[src/logic/img_capture_config.svh]
`ifndef IMG_CAPTURE_CONFIG_SVH
`define IMG_CAPTURE_CONFIG_SVH

// Header words sent ahead of every image
`define IMG_HEADER_WORDS 8

// Camera pixel and stream word widths
`define IMG_PIXEL_BITS 12
`define IMG_WORD_BITS 16

// Highlight/shadow counter width
`define IMG_STAT_BITS 18

// Words written per capture
`define IMG_COUNT_BITS 24

// Default word buffer depth
`define IMG_FIFO_DEPTH 64

`endif

[src/logic/capture_ctrl_pkg.sv]
`include "img_capture_config.svh"

// ======================================================================
// Command and status types
// ======================================================================
package capture_ctrl_pkg;

    // Full header, first stream word in the top 16 bits
    typedef logic [`IMG_HEADER_WORDS*`IMG_WORD_BITS-1:0] header_t;

    // Frames to drop before the captured one
    typedef logic [0:0] skip_t;

    typedef logic [`IMG_COUNT_BITS-1:0] word_count_t;
    typedef logic [`IMG_STAT_BITS-1:0] stat_count_t;

    // Command handshake FSM
    typedef enum logic [1:0] {
        DEC_IDLE,
        DEC_CAPTURING,
        DEC_ACKED
    } decoder_state_t;

endpackage

[src/logic/pixel_data_pkg.sv]
`include "img_capture_config.svh"

// ======================================================================
// Pixel path types
// ======================================================================
package pixel_data_pkg;

    typedef logic [`IMG_PIXEL_BITS-1:0] pixel_t;
    typedef logic [`IMG_WORD_BITS-1:0] word_t;

    // Fletcher-32, sum2 on top
    typedef logic [2*`IMG_WORD_BITS-1:0] checksum_t;

    // Frame sequencing FSM
    typedef enum logic [2:0] {
        SEQ_IDLE,
        SEQ_HEADER,
        SEQ_WAIT_FRAME_END,
        SEQ_WAIT_FRAME_START,
        SEQ_PIXELS,
        SEQ_CHECKSUM_LO,
        SEQ_CHECKSUM_HI
    } seq_state_t;

endpackage

[src/logic/capture_cmd_decoder.sv]
`timescale 1ns/10ps

module capture_cmd_decoder (
    input  logic                      clk,
    input  logic                      readout_rst,
    input  logic                      cmd_req,
    input  capture_ctrl_pkg::header_t cmd_header,
    input  capture_ctrl_pkg::skip_t   cmd_skip,
    input  logic                      seq_done,
    output logic                      cmd_ack,
    output logic                      seq_start,
    output capture_ctrl_pkg::header_t seq_header,
    output capture_ctrl_pkg::skip_t   seq_skip
);

    capture_ctrl_pkg::decoder_state_t state;

    // Command payload, captured as the request is accepted
    always_ff @(posedge clk) begin
        if (state == capture_ctrl_pkg::DEC_IDLE && cmd_req) begin
            seq_header <= cmd_header;
            seq_skip   <= cmd_skip;
        end
    end

    // ==================================================================
    // Four-phase command FSM
    // ==================================================================
    always_ff @(posedge clk) begin
        if (!readout_rst) begin
            state     <= capture_ctrl_pkg::DEC_IDLE;
            cmd_ack   <= 1'b0;
            seq_start <= 1'b0;
        end else begin
            seq_start <= 1'b0;
            case (state)
                capture_ctrl_pkg::DEC_IDLE: begin
                    if (cmd_req) begin
                        seq_start <= 1'b1;
                        state     <= capture_ctrl_pkg::DEC_CAPTURING;
                    end
                end
                capture_ctrl_pkg::DEC_CAPTURING: begin
                    // Last checksum word is in the buffer
                    if (seq_done) begin
                        cmd_ack <= 1'b1;
                        state   <= capture_ctrl_pkg::DEC_ACKED;
                    end
                end
                capture_ctrl_pkg::DEC_ACKED: begin
                    // Requester must release before a new capture
                    if (!cmd_req) begin
                        cmd_ack <= 1'b0;
                        state   <= capture_ctrl_pkg::DEC_IDLE;
                    end
                end
                default: state <= capture_ctrl_pkg::DEC_IDLE;
            endcase
        end
    end

endmodule

[src/logic/fletcher_checksum.sv]
`timescale 1ns/10ps
`include "img_capture_config.svh"

module fletcher_checksum (
    input  logic                      clk,
    input  logic                      readout_rst,
    input  logic                      clear,
    input  logic                      en,
    input  pixel_data_pkg::word_t     din,
    output pixel_data_pkg::checksum_t sum
);

    pixel_data_pkg::word_t sum1;
    pixel_data_pkg::word_t sum2;
    pixel_data_pkg::word_t sum1_next;

    // Addition modulo 65535
    function automatic pixel_data_pkg::word_t add_mod(input pixel_data_pkg::word_t a,
                                                      input pixel_data_pkg::word_t b);
        logic [`IMG_WORD_BITS:0] s;
        s = {1'b0, a} + {1'b0, b};
        if (s >= {1'b0, {`IMG_WORD_BITS{1'b1}}})
            s = s - {1'b0, {`IMG_WORD_BITS{1'b1}}};
        add_mod = s[`IMG_WORD_BITS-1:0];
    endfunction

    assign sum1_next = add_mod(sum1, din);
    assign sum = {sum2, sum1};

    always_ff @(posedge clk) begin
        if (!readout_rst || clear) begin
            sum1 <= '0;
            sum2 <= '0;
        end else if (en) begin
            sum1 <= sum1_next;
            sum2 <= add_mod(sum2, sum1_next);
        end
    end

endmodule

[src/logic/frame_sequencer.sv]
`timescale 1ns/10ps
`include "img_capture_config.svh"

module frame_sequencer (
    input  logic                      clk,
    input  logic                      readout_rst,
    input  logic                      seq_start,
    input  capture_ctrl_pkg::header_t seq_header,
    input  capture_ctrl_pkg::skip_t   seq_skip,
    input  pixel_data_pkg::pixel_t    img_d,
    input  logic                      img_fv,
    input  logic                      img_lv,
    output logic                      wr_valid,
    output pixel_data_pkg::word_t     wr_data,
    output logic                      stat_valid,
    output pixel_data_pkg::pixel_t    stat_pixel,
    output logic                      seq_done
);

    localparam int HDR_CNT_BITS = $clog2(`IMG_HEADER_WORDS);
    localparam int HDR_BITS = $bits(capture_ctrl_pkg::header_t);

    pixel_data_pkg::seq_state_t state;
    capture_ctrl_pkg::header_t  hdr_shift;
    logic [HDR_CNT_BITS-1:0]    hdr_left;
    capture_ctrl_pkg::skip_t    skip_left;

    pixel_data_pkg::pixel_t     d_q;
    logic                       fv_q;
    logic                       lv_q;
    logic                       lv_prev;
    logic [1:0]                 col;
    logic [1:0]                 row;

    logic                       sum_en;
    pixel_data_pkg::checksum_t  sum;

    function automatic pixel_data_pkg::word_t swap_bytes(input pixel_data_pkg::word_t w);
        swap_bytes = {w[7:0], w[15:8]};
    endfunction

    // Checksum sees little-endian words, like the host does
    fletcher_checksum u_checksum (
        .clk         (clk),
        .readout_rst (readout_rst),
        .clear       (seq_start),
        .en          (sum_en),
        .din         (swap_bytes(wr_data)),
        .sum         (sum)
    );

    // ==================================================================
    // Camera input registers and tile position
    // ==================================================================
    always_ff @(posedge clk) begin
        d_q <= img_d;
    end

    always_ff @(posedge clk) begin
        if (!readout_rst) begin
            fv_q    <= 1'b0;
            lv_q    <= 1'b0;
            lv_prev <= 1'b0;
            col     <= 2'd0;
            row     <= 2'd0;
        end else begin
            fv_q    <= img_fv;
            lv_q    <= img_lv;
            lv_prev <= lv_q;
            if (!lv_q) col <= 2'd0;
            else       col <= col + 2'd1;
            // Next row on every end of line
            if (!fv_q)                row <= 2'd0;
            else if (lv_prev && !lv_q) row <= row + 2'd1;
        end
    end

    // ==================================================================
    // Sequencing FSM
    // ==================================================================
    always_ff @(posedge clk) begin
        if (!readout_rst) begin
            state      <= pixel_data_pkg::SEQ_IDLE;
            wr_valid   <= 1'b0;
            sum_en     <= 1'b0;
            stat_valid <= 1'b0;
            seq_done   <= 1'b0;
            hdr_left   <= '0;
            skip_left  <= '0;
        end else begin
            wr_valid   <= 1'b0;
            sum_en     <= 1'b0;
            stat_valid <= 1'b0;
            seq_done   <= 1'b0;
            if (seq_start) begin
                // First header word goes out right away
                wr_valid  <= 1'b1;
                sum_en    <= 1'b1;
                hdr_left  <= HDR_CNT_BITS'(`IMG_HEADER_WORDS - 1);
                skip_left <= seq_skip;
                state     <= pixel_data_pkg::SEQ_HEADER;
            end else begin
                case (state)
                    pixel_data_pkg::SEQ_HEADER: begin
                        wr_valid <= 1'b1;
                        sum_en   <= 1'b1;
                        hdr_left <= hdr_left - 1'b1;
                        if (hdr_left == HDR_CNT_BITS'(1))
                            state <= pixel_data_pkg::SEQ_WAIT_FRAME_END;
                    end
                    pixel_data_pkg::SEQ_WAIT_FRAME_END: begin
                        if (!fv_q) state <= pixel_data_pkg::SEQ_WAIT_FRAME_START;
                    end
                    pixel_data_pkg::SEQ_WAIT_FRAME_START: begin
                        if (fv_q) begin
                            if (skip_left != '0) begin
                                skip_left <= skip_left - 1'b1;
                                state     <= pixel_data_pkg::SEQ_WAIT_FRAME_END;
                            end else begin
                                state <= pixel_data_pkg::SEQ_PIXELS;
                            end
                        end
                    end
                    pixel_data_pkg::SEQ_PIXELS: begin
                        wr_valid   <= lv_q;
                        sum_en     <= lv_q;
                        stat_valid <= lv_q && col == 2'd0 && row == 2'd0;
                        if (!fv_q) state <= pixel_data_pkg::SEQ_CHECKSUM_LO;
                    end
                    pixel_data_pkg::SEQ_CHECKSUM_LO: begin
                        wr_valid <= 1'b1;
                        state    <= pixel_data_pkg::SEQ_CHECKSUM_HI;
                    end
                    pixel_data_pkg::SEQ_CHECKSUM_HI: begin
                        wr_valid <= 1'b1;
                        seq_done <= 1'b1;
                        state    <= pixel_data_pkg::SEQ_IDLE;
                    end
                    default: state <= pixel_data_pkg::SEQ_IDLE;
                endcase
            end
        end
    end

    // Word payload
    always_ff @(posedge clk) begin
        stat_pixel <= d_q;
        if (seq_start) begin
            wr_data   <= seq_header[HDR_BITS-1 -: `IMG_WORD_BITS];
            hdr_shift <= seq_header << `IMG_WORD_BITS;
        end else begin
            case (state)
                pixel_data_pkg::SEQ_HEADER: begin
                    wr_data   <= hdr_shift[HDR_BITS-1 -: `IMG_WORD_BITS];
                    hdr_shift <= hdr_shift << `IMG_WORD_BITS;
                end
                pixel_data_pkg::SEQ_CHECKSUM_LO: wr_data <= swap_bytes(sum[15:0]);
                pixel_data_pkg::SEQ_CHECKSUM_HI: wr_data <= swap_bytes(sum[31:16]);
                // Low byte, then 4 zero bits and the top nibble
                default: wr_data <= {d_q[7:0], 4'b0000, d_q[11:8]};
            endcase
        end
    end

endmodule

[src/logic/pixel_stats.sv]
`timescale 1ns/10ps
`include "img_capture_config.svh"

module pixel_stats (
    input  logic                        clk,
    input  logic                        readout_rst,
    input  logic                        clear,
    input  logic                        stat_valid,
    input  pixel_data_pkg::pixel_t      stat_pixel,
    output capture_ctrl_pkg::stat_count_t highlight_count,
    output capture_ctrl_pkg::stat_count_t shadow_count
);

    localparam int TOP_BITS = 7;

    logic                   sample_valid;
    pixel_data_pkg::pixel_t sample_px;
    logic [TOP_BITS-1:0]    px_top;

    // Classification looks only at the brightest bits
    assign px_top = sample_px[`IMG_PIXEL_BITS-1 -: TOP_BITS];

    always_ff @(posedge clk) begin
        sample_px <= stat_pixel;
    end

    always_ff @(posedge clk) begin
        if (!readout_rst || clear) begin
            sample_valid    <= 1'b0;
            highlight_count <= '0;
            shadow_count    <= '0;
        end else begin
            sample_valid <= stat_valid;
            if (sample_valid) begin
                if (px_top == {TOP_BITS{1'b1}})
                    highlight_count <= highlight_count + 1'b1;
                else if (px_top == '0)
                    shadow_count <= shadow_count + 1'b1;
            end
        end
    end

endmodule

[src/logic/word_emitter.sv]
`timescale 1ns/10ps
`include "img_capture_config.svh"

module word_emitter #(
    parameter int FIFO_DEPTH = `IMG_FIFO_DEPTH
) (
    input  logic                          clk,
    input  logic                          readout_rst,
    input  logic                          clear,
    input  logic                          wr_valid,
    input  pixel_data_pkg::word_t         wr_data,
    input  logic                          out_ack,
    output logic                          out_req,
    output pixel_data_pkg::word_t         out_data,
    output capture_ctrl_pkg::word_count_t word_count,
    output logic                          overflow
);

    localparam int PTR_BITS = $clog2(FIFO_DEPTH);
    localparam int LVL_BITS = $clog2(FIFO_DEPTH + 1);

    pixel_data_pkg::word_t mem [FIFO_DEPTH];
    logic [PTR_BITS-1:0]   wr_ptr;
    logic [PTR_BITS-1:0]   rd_ptr;
    logic [LVL_BITS-1:0]   level;
    logic                  full;
    logic                  empty;
    logic                  push;
    logic                  pop;
    logic                  offer;

    function automatic logic [PTR_BITS-1:0] ptr_inc(input logic [PTR_BITS-1:0] p);
        ptr_inc = (p == PTR_BITS'(FIFO_DEPTH - 1)) ? '0 : p + 1'b1;
    endfunction

    assign full  = level == LVL_BITS'(FIFO_DEPTH);
    assign empty = level == '0;
    assign push  = wr_valid && !full;
    assign pop   = out_req && out_ack;
    // New word only once the sink has dropped its ack
    assign offer = !out_req && !out_ack && !empty;

    // ==================================================================
    // Circular buffer
    // ==================================================================
    always_ff @(posedge clk) begin
        if (push) mem[wr_ptr] <= wr_data;
        if (offer) out_data <= mem[rd_ptr];
    end

    always_ff @(posedge clk) begin
        if (!readout_rst) begin
            wr_ptr  <= '0;
            rd_ptr  <= '0;
            level   <= '0;
            out_req <= 1'b0;
        end else begin
            if (push) wr_ptr <= ptr_inc(wr_ptr);
            if (pop)  rd_ptr <= ptr_inc(rd_ptr);
            case ({push, pop})
                2'b10:   level <= level + 1'b1;
                2'b01:   level <= level - 1'b1;
                default: level <= level;
            endcase
            if (pop)        out_req <= 1'b0;
            else if (offer) out_req <= 1'b1;
        end
    end

    // Per-capture status
    always_ff @(posedge clk) begin
        if (!readout_rst || clear) begin
            word_count <= '0;
            overflow   <= 1'b0;
        end else begin
            if (push) word_count <= word_count + 1'b1;
            // Dropped word, sticky until the next capture
            if (wr_valid && full) overflow <= 1'b1;
        end
    end

endmodule

[src/logic/img_capture_top.sv]
`timescale 1ns/10ps

module img_capture_top (
    input  logic                          clk,
    input  logic                          readout_rst,
    input  logic                          cmd_req,
    input  capture_ctrl_pkg::header_t     cmd_header,
    input  capture_ctrl_pkg::skip_t       cmd_skip,
    output logic                          cmd_ack,
    input  pixel_data_pkg::pixel_t        img_d,
    input  logic                          img_fv,
    input  logic                          img_lv,
    output logic                          out_req,
    output pixel_data_pkg::word_t         out_data,
    input  logic                          out_ack,
    output capture_ctrl_pkg::word_count_t status_word_count,
    output capture_ctrl_pkg::stat_count_t status_highlight_count,
    output capture_ctrl_pkg::stat_count_t status_shadow_count,
    output logic                          status_overflow
);

    logic                      seq_start;
    logic                      seq_done;
    capture_ctrl_pkg::header_t seq_header;
    capture_ctrl_pkg::skip_t   seq_skip;
    logic                      wr_valid;
    pixel_data_pkg::word_t     wr_data;
    logic                      stat_valid;
    pixel_data_pkg::pixel_t    stat_pixel;

    capture_cmd_decoder u_decoder (
        .clk         (clk),
        .readout_rst (readout_rst),
        .cmd_req     (cmd_req),
        .cmd_header  (cmd_header),
        .cmd_skip    (cmd_skip),
        .seq_done    (seq_done),
        .cmd_ack     (cmd_ack),
        .seq_start   (seq_start),
        .seq_header  (seq_header),
        .seq_skip    (seq_skip)
    );

    frame_sequencer u_sequencer (
        .clk         (clk),
        .readout_rst (readout_rst),
        .seq_start   (seq_start),
        .seq_header  (seq_header),
        .seq_skip    (seq_skip),
        .img_d       (img_d),
        .img_fv      (img_fv),
        .img_lv      (img_lv),
        .wr_valid    (wr_valid),
        .wr_data     (wr_data),
        .stat_valid  (stat_valid),
        .stat_pixel  (stat_pixel),
        .seq_done    (seq_done)
    );

    // Counts restart with each capture
    pixel_stats u_stats (
        .clk             (clk),
        .readout_rst     (readout_rst),
        .clear           (seq_start),
        .stat_valid      (stat_valid),
        .stat_pixel      (stat_pixel),
        .highlight_count (status_highlight_count),
        .shadow_count    (status_shadow_count)
    );

    word_emitter u_emitter (
        .clk         (clk),
        .readout_rst (readout_rst),
        .clear       (seq_start),
        .wr_valid    (wr_valid),
        .wr_data     (wr_data),
        .out_ack     (out_ack),
        .out_req     (out_req),
        .out_data    (out_data),
        .word_count  (status_word_count),
        .overflow    (status_overflow)
    );

endmodule

[config.mk]
export PLATFORM = sky130hd
export DESIGN_NAME = img_capture_top
export DESIGN_NICKNAME = d
export VERILOG_FILES = /design/src/logic/capture_ctrl_pkg.sv /design/src/logic/pixel_data_pkg.sv /design/src/logic/capture_cmd_decoder.sv /design/src/logic/fletcher_checksum.sv /design/src/logic/frame_sequencer.sv /design/src/logic/pixel_stats.sv /design/src/logic/word_emitter.sv /design/src/logic/img_capture_top.sv
export VERILOG_INCLUDE_DIRS = /design/src /design/src/logic
export SDC_FILE = /design/constraint.sdc
export NUM_CORES = 2
export LEC_CHECK = 0
export BUFFER_PORTS_ARGS = -buffer_cell sky130_fd_sc_hd__buf_2
export CORE_ASPECT_RATIO = 2
export CORE_MARGIN = 4
export CORE_UTILIZATION = 60
export CTS_BUF_LIST = sky130_fd_sc_hd__clkbuf_8
export CTS_CLUSTER_DIAMETER = 120
export CTS_CLUSTER_SIZE = 12
export DETAILED_ROUTE_END_ITERATION = 10
export PLACE_DENSITY = 0.86
export SLEW_MARGIN = 20
export SYNTH_ARGS = -nofsm -noshare
export SYNTH_HDL_FRONTEND = slang
export SYNTH_SLANG_ARGS = --single-unit
[constraint.sdc]
create_clock -name clk -period 16.38 [get_ports clk]
set_clock_uncertainty 0.2 [all_clocks]
set_input_delay 1.638 -clock clk [delete_from_list [all_inputs] [get_ports clk]]
set_output_delay 1.638 -clock clk [all_outputs]
set_load 0.01 [all_outputs]
==> run_summary.xml <==
<?xml version="1.0" encoding="UTF-8"?>
<metrics>
  <group name="critical_path">
    <metric name="slowest_stage" unit="">dfxtp_4</metric>
    <metric name="critical_path_source_type" unit="">register</metric>
    <metric name="most_common_cell_on_crit_path" unit="">xnor2_1</metric>
    <metric name="cp_data_arrival_time" unit="ps">8220</metric>
    <metric name="critical_path.n_buffers_inverters" unit="">1</metric>
    <metric name="sequence_of_cells_on_the_critical_path" unit="">ha_1 &gt; fa_1 &gt; a211oi_1 &gt; o211ai_1 &gt; a311oi_1 &gt; xnor2_1 &gt; and2_1 &gt; nand4_2 &gt; o31a_1 &gt; xnor2_1 &gt; ha_1 &gt; inv_1 &gt; fa_1 &gt; nor2b_1 &gt; o2111ai_1 &gt; a31oi_1 &gt; o21ai_0 &gt; xnor2_1 &gt; nor4b_4 &gt; a21oi_1 &gt; or3_1 &gt; a31oi_1</metric>
    <metric name="critical-path-max-stage-delay" unit="ps">550</metric>
    <metric name="worst-path-max-fanout" unit="">65</metric>
    <metric name="worstSetupPathType" unit="">register to register</metric>
    <metric name="critical_path.endpoint_type" unit="">register</metric>
    <metric name="cpLargestDelayFamily" unit="">compound AO/OA/AOI/OAI gates</metric>
    <metric name="timing.critical_path.required" unit="ps">16950</metric>
  </group>
  <group name="sta">
    <metric name="setup_viol" unit="">0</metric>
    <metric name="period_share" unit="">0.467</metric>
    <metric name="max-slew-margin-rel" unit="">0.217</metric>
    <metric name="final_hold_viols" unit="">0</metric>
    <metric name="fmax" unit="GHz">0.131</metric>
    <metric name="tns" unit="ps">0</metric>
    <metric name="grt_setup_unrepaired" unit="">false</metric>
    <metric name="timing.final.max_slew_violations" unit="">0</metric>
    <metric name="min_period" unit="ps">7650</metric>
    <metric name="worstMarginPinSlew" unit="ps">1170</metric>
  </group>
  <group name="global_routing">
    <metric name="pin_count_of_the_biggest_net_entering_global_routing" unit="">121</metric>
    <metric name="met1_usage" unit="">0.290</metric>
    <metric name="grt_antenna_before_repair" unit="">9</metric>
    <metric name="gr_util_met3" unit="">0.0541</metric>
    <metric name="grt_pass1_wl" unit="mm">202</metric>
    <metric name="globalRouteOverflowTotal" unit="">0</metric>
    <metric name="first_global_vias" unit="">31900</metric>
    <metric name="globalRouteMet2Util" unit="">0.503</metric>
    <metric name="grt_busiest_layer" unit="">met2</metric>
    <metric name="grtUsageTotal" unit="">0.271</metric>
  </group>
  <group name="logic_synthesis">
    <metric name="post_synth_instance_area" unit="mm2">0.0580</metric>
    <metric name="async_reset_ff_frac" unit="">0</metric>
    <metric name="flip_flop_cell_with_the_highest_count_after_synthesis" unit="">edfxtp_1</metric>
    <metric name="synth_enable_flop_cells" unit="">1281</metric>
    <metric name="synth_nets" unit="">3314</metric>
    <metric name="ys_warn_count" unit="">0</metric>
    <metric name="ys_types" unit="">87</metric>
    <metric name="yosys.area.top_type_share" unit="">0.663</metric>
    <metric name="ys_top_cells_by_area" unit="">edfxtp_1, mux4_2, dfxtp_1</metric>
    <metric name="synthCells" unit="">3114</metric>
    <metric name="ys_seq_elements" unit="">1459</metric>
    <metric name="synth.avg_cell_area" unit="um2">18.6</metric>
    <metric name="synth_top_area_cell" unit="">edfxtp_1</metric>
    <metric name="yosysSeqAreaShare" unit="">0.725</metric>
  </group>
  <group name="layout">
    <metric name="layout-drive-gt1-share" unit="">0.283</metric>
    <metric name="layout_commonest_cell" unit="">edfxtp_1</metric>
    <metric name="most-common-layout-cells" unit="">edfxtp_1, mux4_2, buf_2</metric>
    <metric name="area.growth.synth_to_final" unit="%">9.05</metric>
    <metric name="num-nets-final" unit="">3627</metric>
  </group>
  <group name="routing">
    <metric name="detailroute.via_count" unit="">30500</metric>
    <metric name="drc_errors" unit="">0</metric>
    <metric name="first_pass_iters" unit="">5</metric>
    <metric name="routed_via_density" unit="">6.45</metric>
    <metric name="route.detailed.wl_per_inst" unit="um">29.2</metric>
    <metric name="finalWirelength" unit="mm">138</metric>
    <metric name="dr.first_iter.drc_count" unit="">3109</metric>
    <metric name="route.antenna.remaining_nets" unit="">0</metric>
  </group>
  <group name="clock_tree">
    <metric name="cts_repair_resize_count" unit="">0</metric>
    <metric name="post_cts.repair.setup_buffers" unit="">0</metric>
    <metric name="insertion_delay_to_the_later_sink_of_the_worst_skew_pair" unit="ps">850</metric>
    <metric name="ctsLongestPathBuffers" unit="">3</metric>
    <metric name="clock_sink_count" unit="">1459</metric>
    <metric name="root_buffer" unit="">clkbuf_8</metric>
    <metric name="cts.htree.levels" unit="">4</metric>
    <metric name="cts_clock_pin_slew_for_the_worst_setup_and_hold_paths" unit="ps">90</metric>
    <metric name="cts_made_buffers" unit="">139</metric>
    <metric name="hold_fix_buffers_cts" unit="">0</metric>
    <metric name="cts_tree" unit="">yes</metric>
  </group>
  <group name="floorplanning">
    <metric name="num_io_pins" unit="">226</metric>
    <metric name="row_count" unit="">161</metric>
    <metric name="die-height" unit="um">448</metric>
    <metric name="core-area" unit="mm2">0.0961</metric>
    <metric name="fp.dieArea" unit="mm2">0.102</metric>
    <metric name="floorplan.initialDensity" unit="">0.603</metric>
    <metric name="die_w" unit="um">228</metric>
  </group>
  <group name="place">
    <metric name="portBuffers" unit="">225</metric>
    <metric name="dpl.hpwl" unit="mm">87.7</metric>
    <metric name="routabilityCongestion" unit="">0.931</metric>
  </group>
  <group name="status">
    <metric name="run_status" unit="">completed</metric>
  </group>
  <group name="flow_run">
    <metric name="cap_viol_max_count" unit="">0</metric>
  </group>
  <group name="min_path">
    <metric name="timing.hold.worst.class" unit="">register to register</metric>
  </group>
  <group name="power_and_ir_drop">
    <metric name="pwr_density_cell" unit="mW/mm2">109</metric>
    <metric name="total_leakage_power" unit="nW">20.5</metric>
    <metric name="worst_ir_drop_vdd" unit="mV">0.112</metric>
    <metric name="power" unit="mW">6.88</metric>
  </group>
</metrics>
==> sequential cells by signal, indices dropped and copies added (netlist names), 2 cells and up <==
name	cells
u_sequencer.d_q	12
u_sequencer.u_checksum.sum1	16
u_sequencer.row	2
u_emitter.mem	1024
u_emitter.wr_ptr	6
u_emitter.word_count	24
u_stats.highlight_count	18
u_sequencer.col	2
u_emitter.out_data	16
u_decoder.state	2
u_sequencer.u_checksum.sum2	16
u_decoder.seq_header	128
u_sequencer.stat_pixel	7
u_stats.shadow_count	18
u_sequencer.state	3
u_emitter.level	7
u_emitter.rd_ptr	6
u_sequencer.hdr_shift	112
u_sequencer.wr_data	16
u_sequencer.hdr_left	3
u_stats.sample_px	7
==> metal layers <==
layer  share of wire  up-vias
met2            0.55     1436
li1                -    13100
met4           0.061        8
met3           0.067      363
met5         0.00036        -
met1            0.32    15600
==> final timing paths <==
check                                    start                                          end  slack (ps)  cells after the start
max reg2reg     u_sequencer.wr_data[8]$_DFF_P_  u_sequencer.u_checksum.sum2[4]$_SDFFE_PP0P_        8730                     22
min reg2reg  u_sequencer.stat_pixel[7]$_DFF_P_                 u_stats.sample_px[7]$_DFF_P_         120                      0
min          u_sequencer.stat_pixel[7]$_DFF_P_                 u_stats.sample_px[7]$_DFF_P_         120                      0
max             u_sequencer.wr_data[8]$_DFF_P_  u_sequencer.u_checksum.sum2[4]$_SDFFE_PP0P_        8730                     22
==> Yosys cell counts (22+ instances only) <==
cell type     n
and2_1       48
inv_1        45
or3_1        25
nor2_1      187
nand4_1      30
clkbuf_1     99
mux2i_1      25
o21ai_0      79
dfxtp_1     178
buf_1        39
xnor2_1      41
mux2_2      101
mux4_2      336
nand2_1     104
a21oi_1      73
edfxtp_1   1281
and3_1       22
ha_1         50
xor2_1       51
nand3_1      49
==> per-stage QoR <==
step | cells | hold WS, ps | instance area, um2 | worst slack (ps) | utilization
floorplan | 3114 | 110 | 58000 | 4480 | -
global placement | 4507 | 110 | 60900 | 8870 | 0.634
detailed placement | 4507 | 112 | 60900 | 8690 | 0.634
CTS | 4722 | 122 | 63200 | 8640 | 0.658
global route | 4724 | 133 | 63200 | 8400 | 0.658
finish | 4726 | 124 | 63200 | 8730 | 0.658
==> where the power goes <==
group | internal [mW] | leakage, nW | switching (mW)
registers | 4.21 | 13.2 | 0.0899
clock network | 0.805 | 1.38 | 1.16
logic | 0.226 | 5.93 | 0.385
==> cells by family (layout without fill, tap and decap cells) <==
logic type	count (synthesis)	count (layout)	share of synthesized area
other	0	3	0
xor gates and xnor gates	92	92	0.0139
muxes	462	462	0.154
buffers and inverters	191	578	0.0128
AOI/OAI and AO/OA	285	285	0.0325
DFF	1459	1459	0.725
adders and majority gates	53	53	0.0118
and+or+nand+nor	572	572	0.0497
==> layout make-up <==
class                   instances  area (um2)
diodes                          3        7.51
clock buffers                 142        1950
clock inverters                73         344
fillers                      5928       32900
inverters                      45         169
multi-input cells            1464       15300
flip-flops and latches       1459       42100
well taps                    1222        1530
repair buffers                318        1860
==> worst reg2reg max path: stages, from the launching register on <==
cell	delay (ps)
dfxtp_4	550
ha_1	360
fa_1	450
a211oi_1	450
o211ai_1	250
a311oi_1	370
xnor2_1	220
and2_1	300
nand4_2	210
o31a_1	540
xnor2_1	220
ha_1	190
inv_1	60
fa_1	400
nor2b_1	180
o2111ai_1	280
a31oi_1	430
o21ai_0	230
xnor2_1	370
nor4b_4	520
a21oi_1	260
or3_1	360
a31oi_1	160
(Power assumes the default switching activity.)
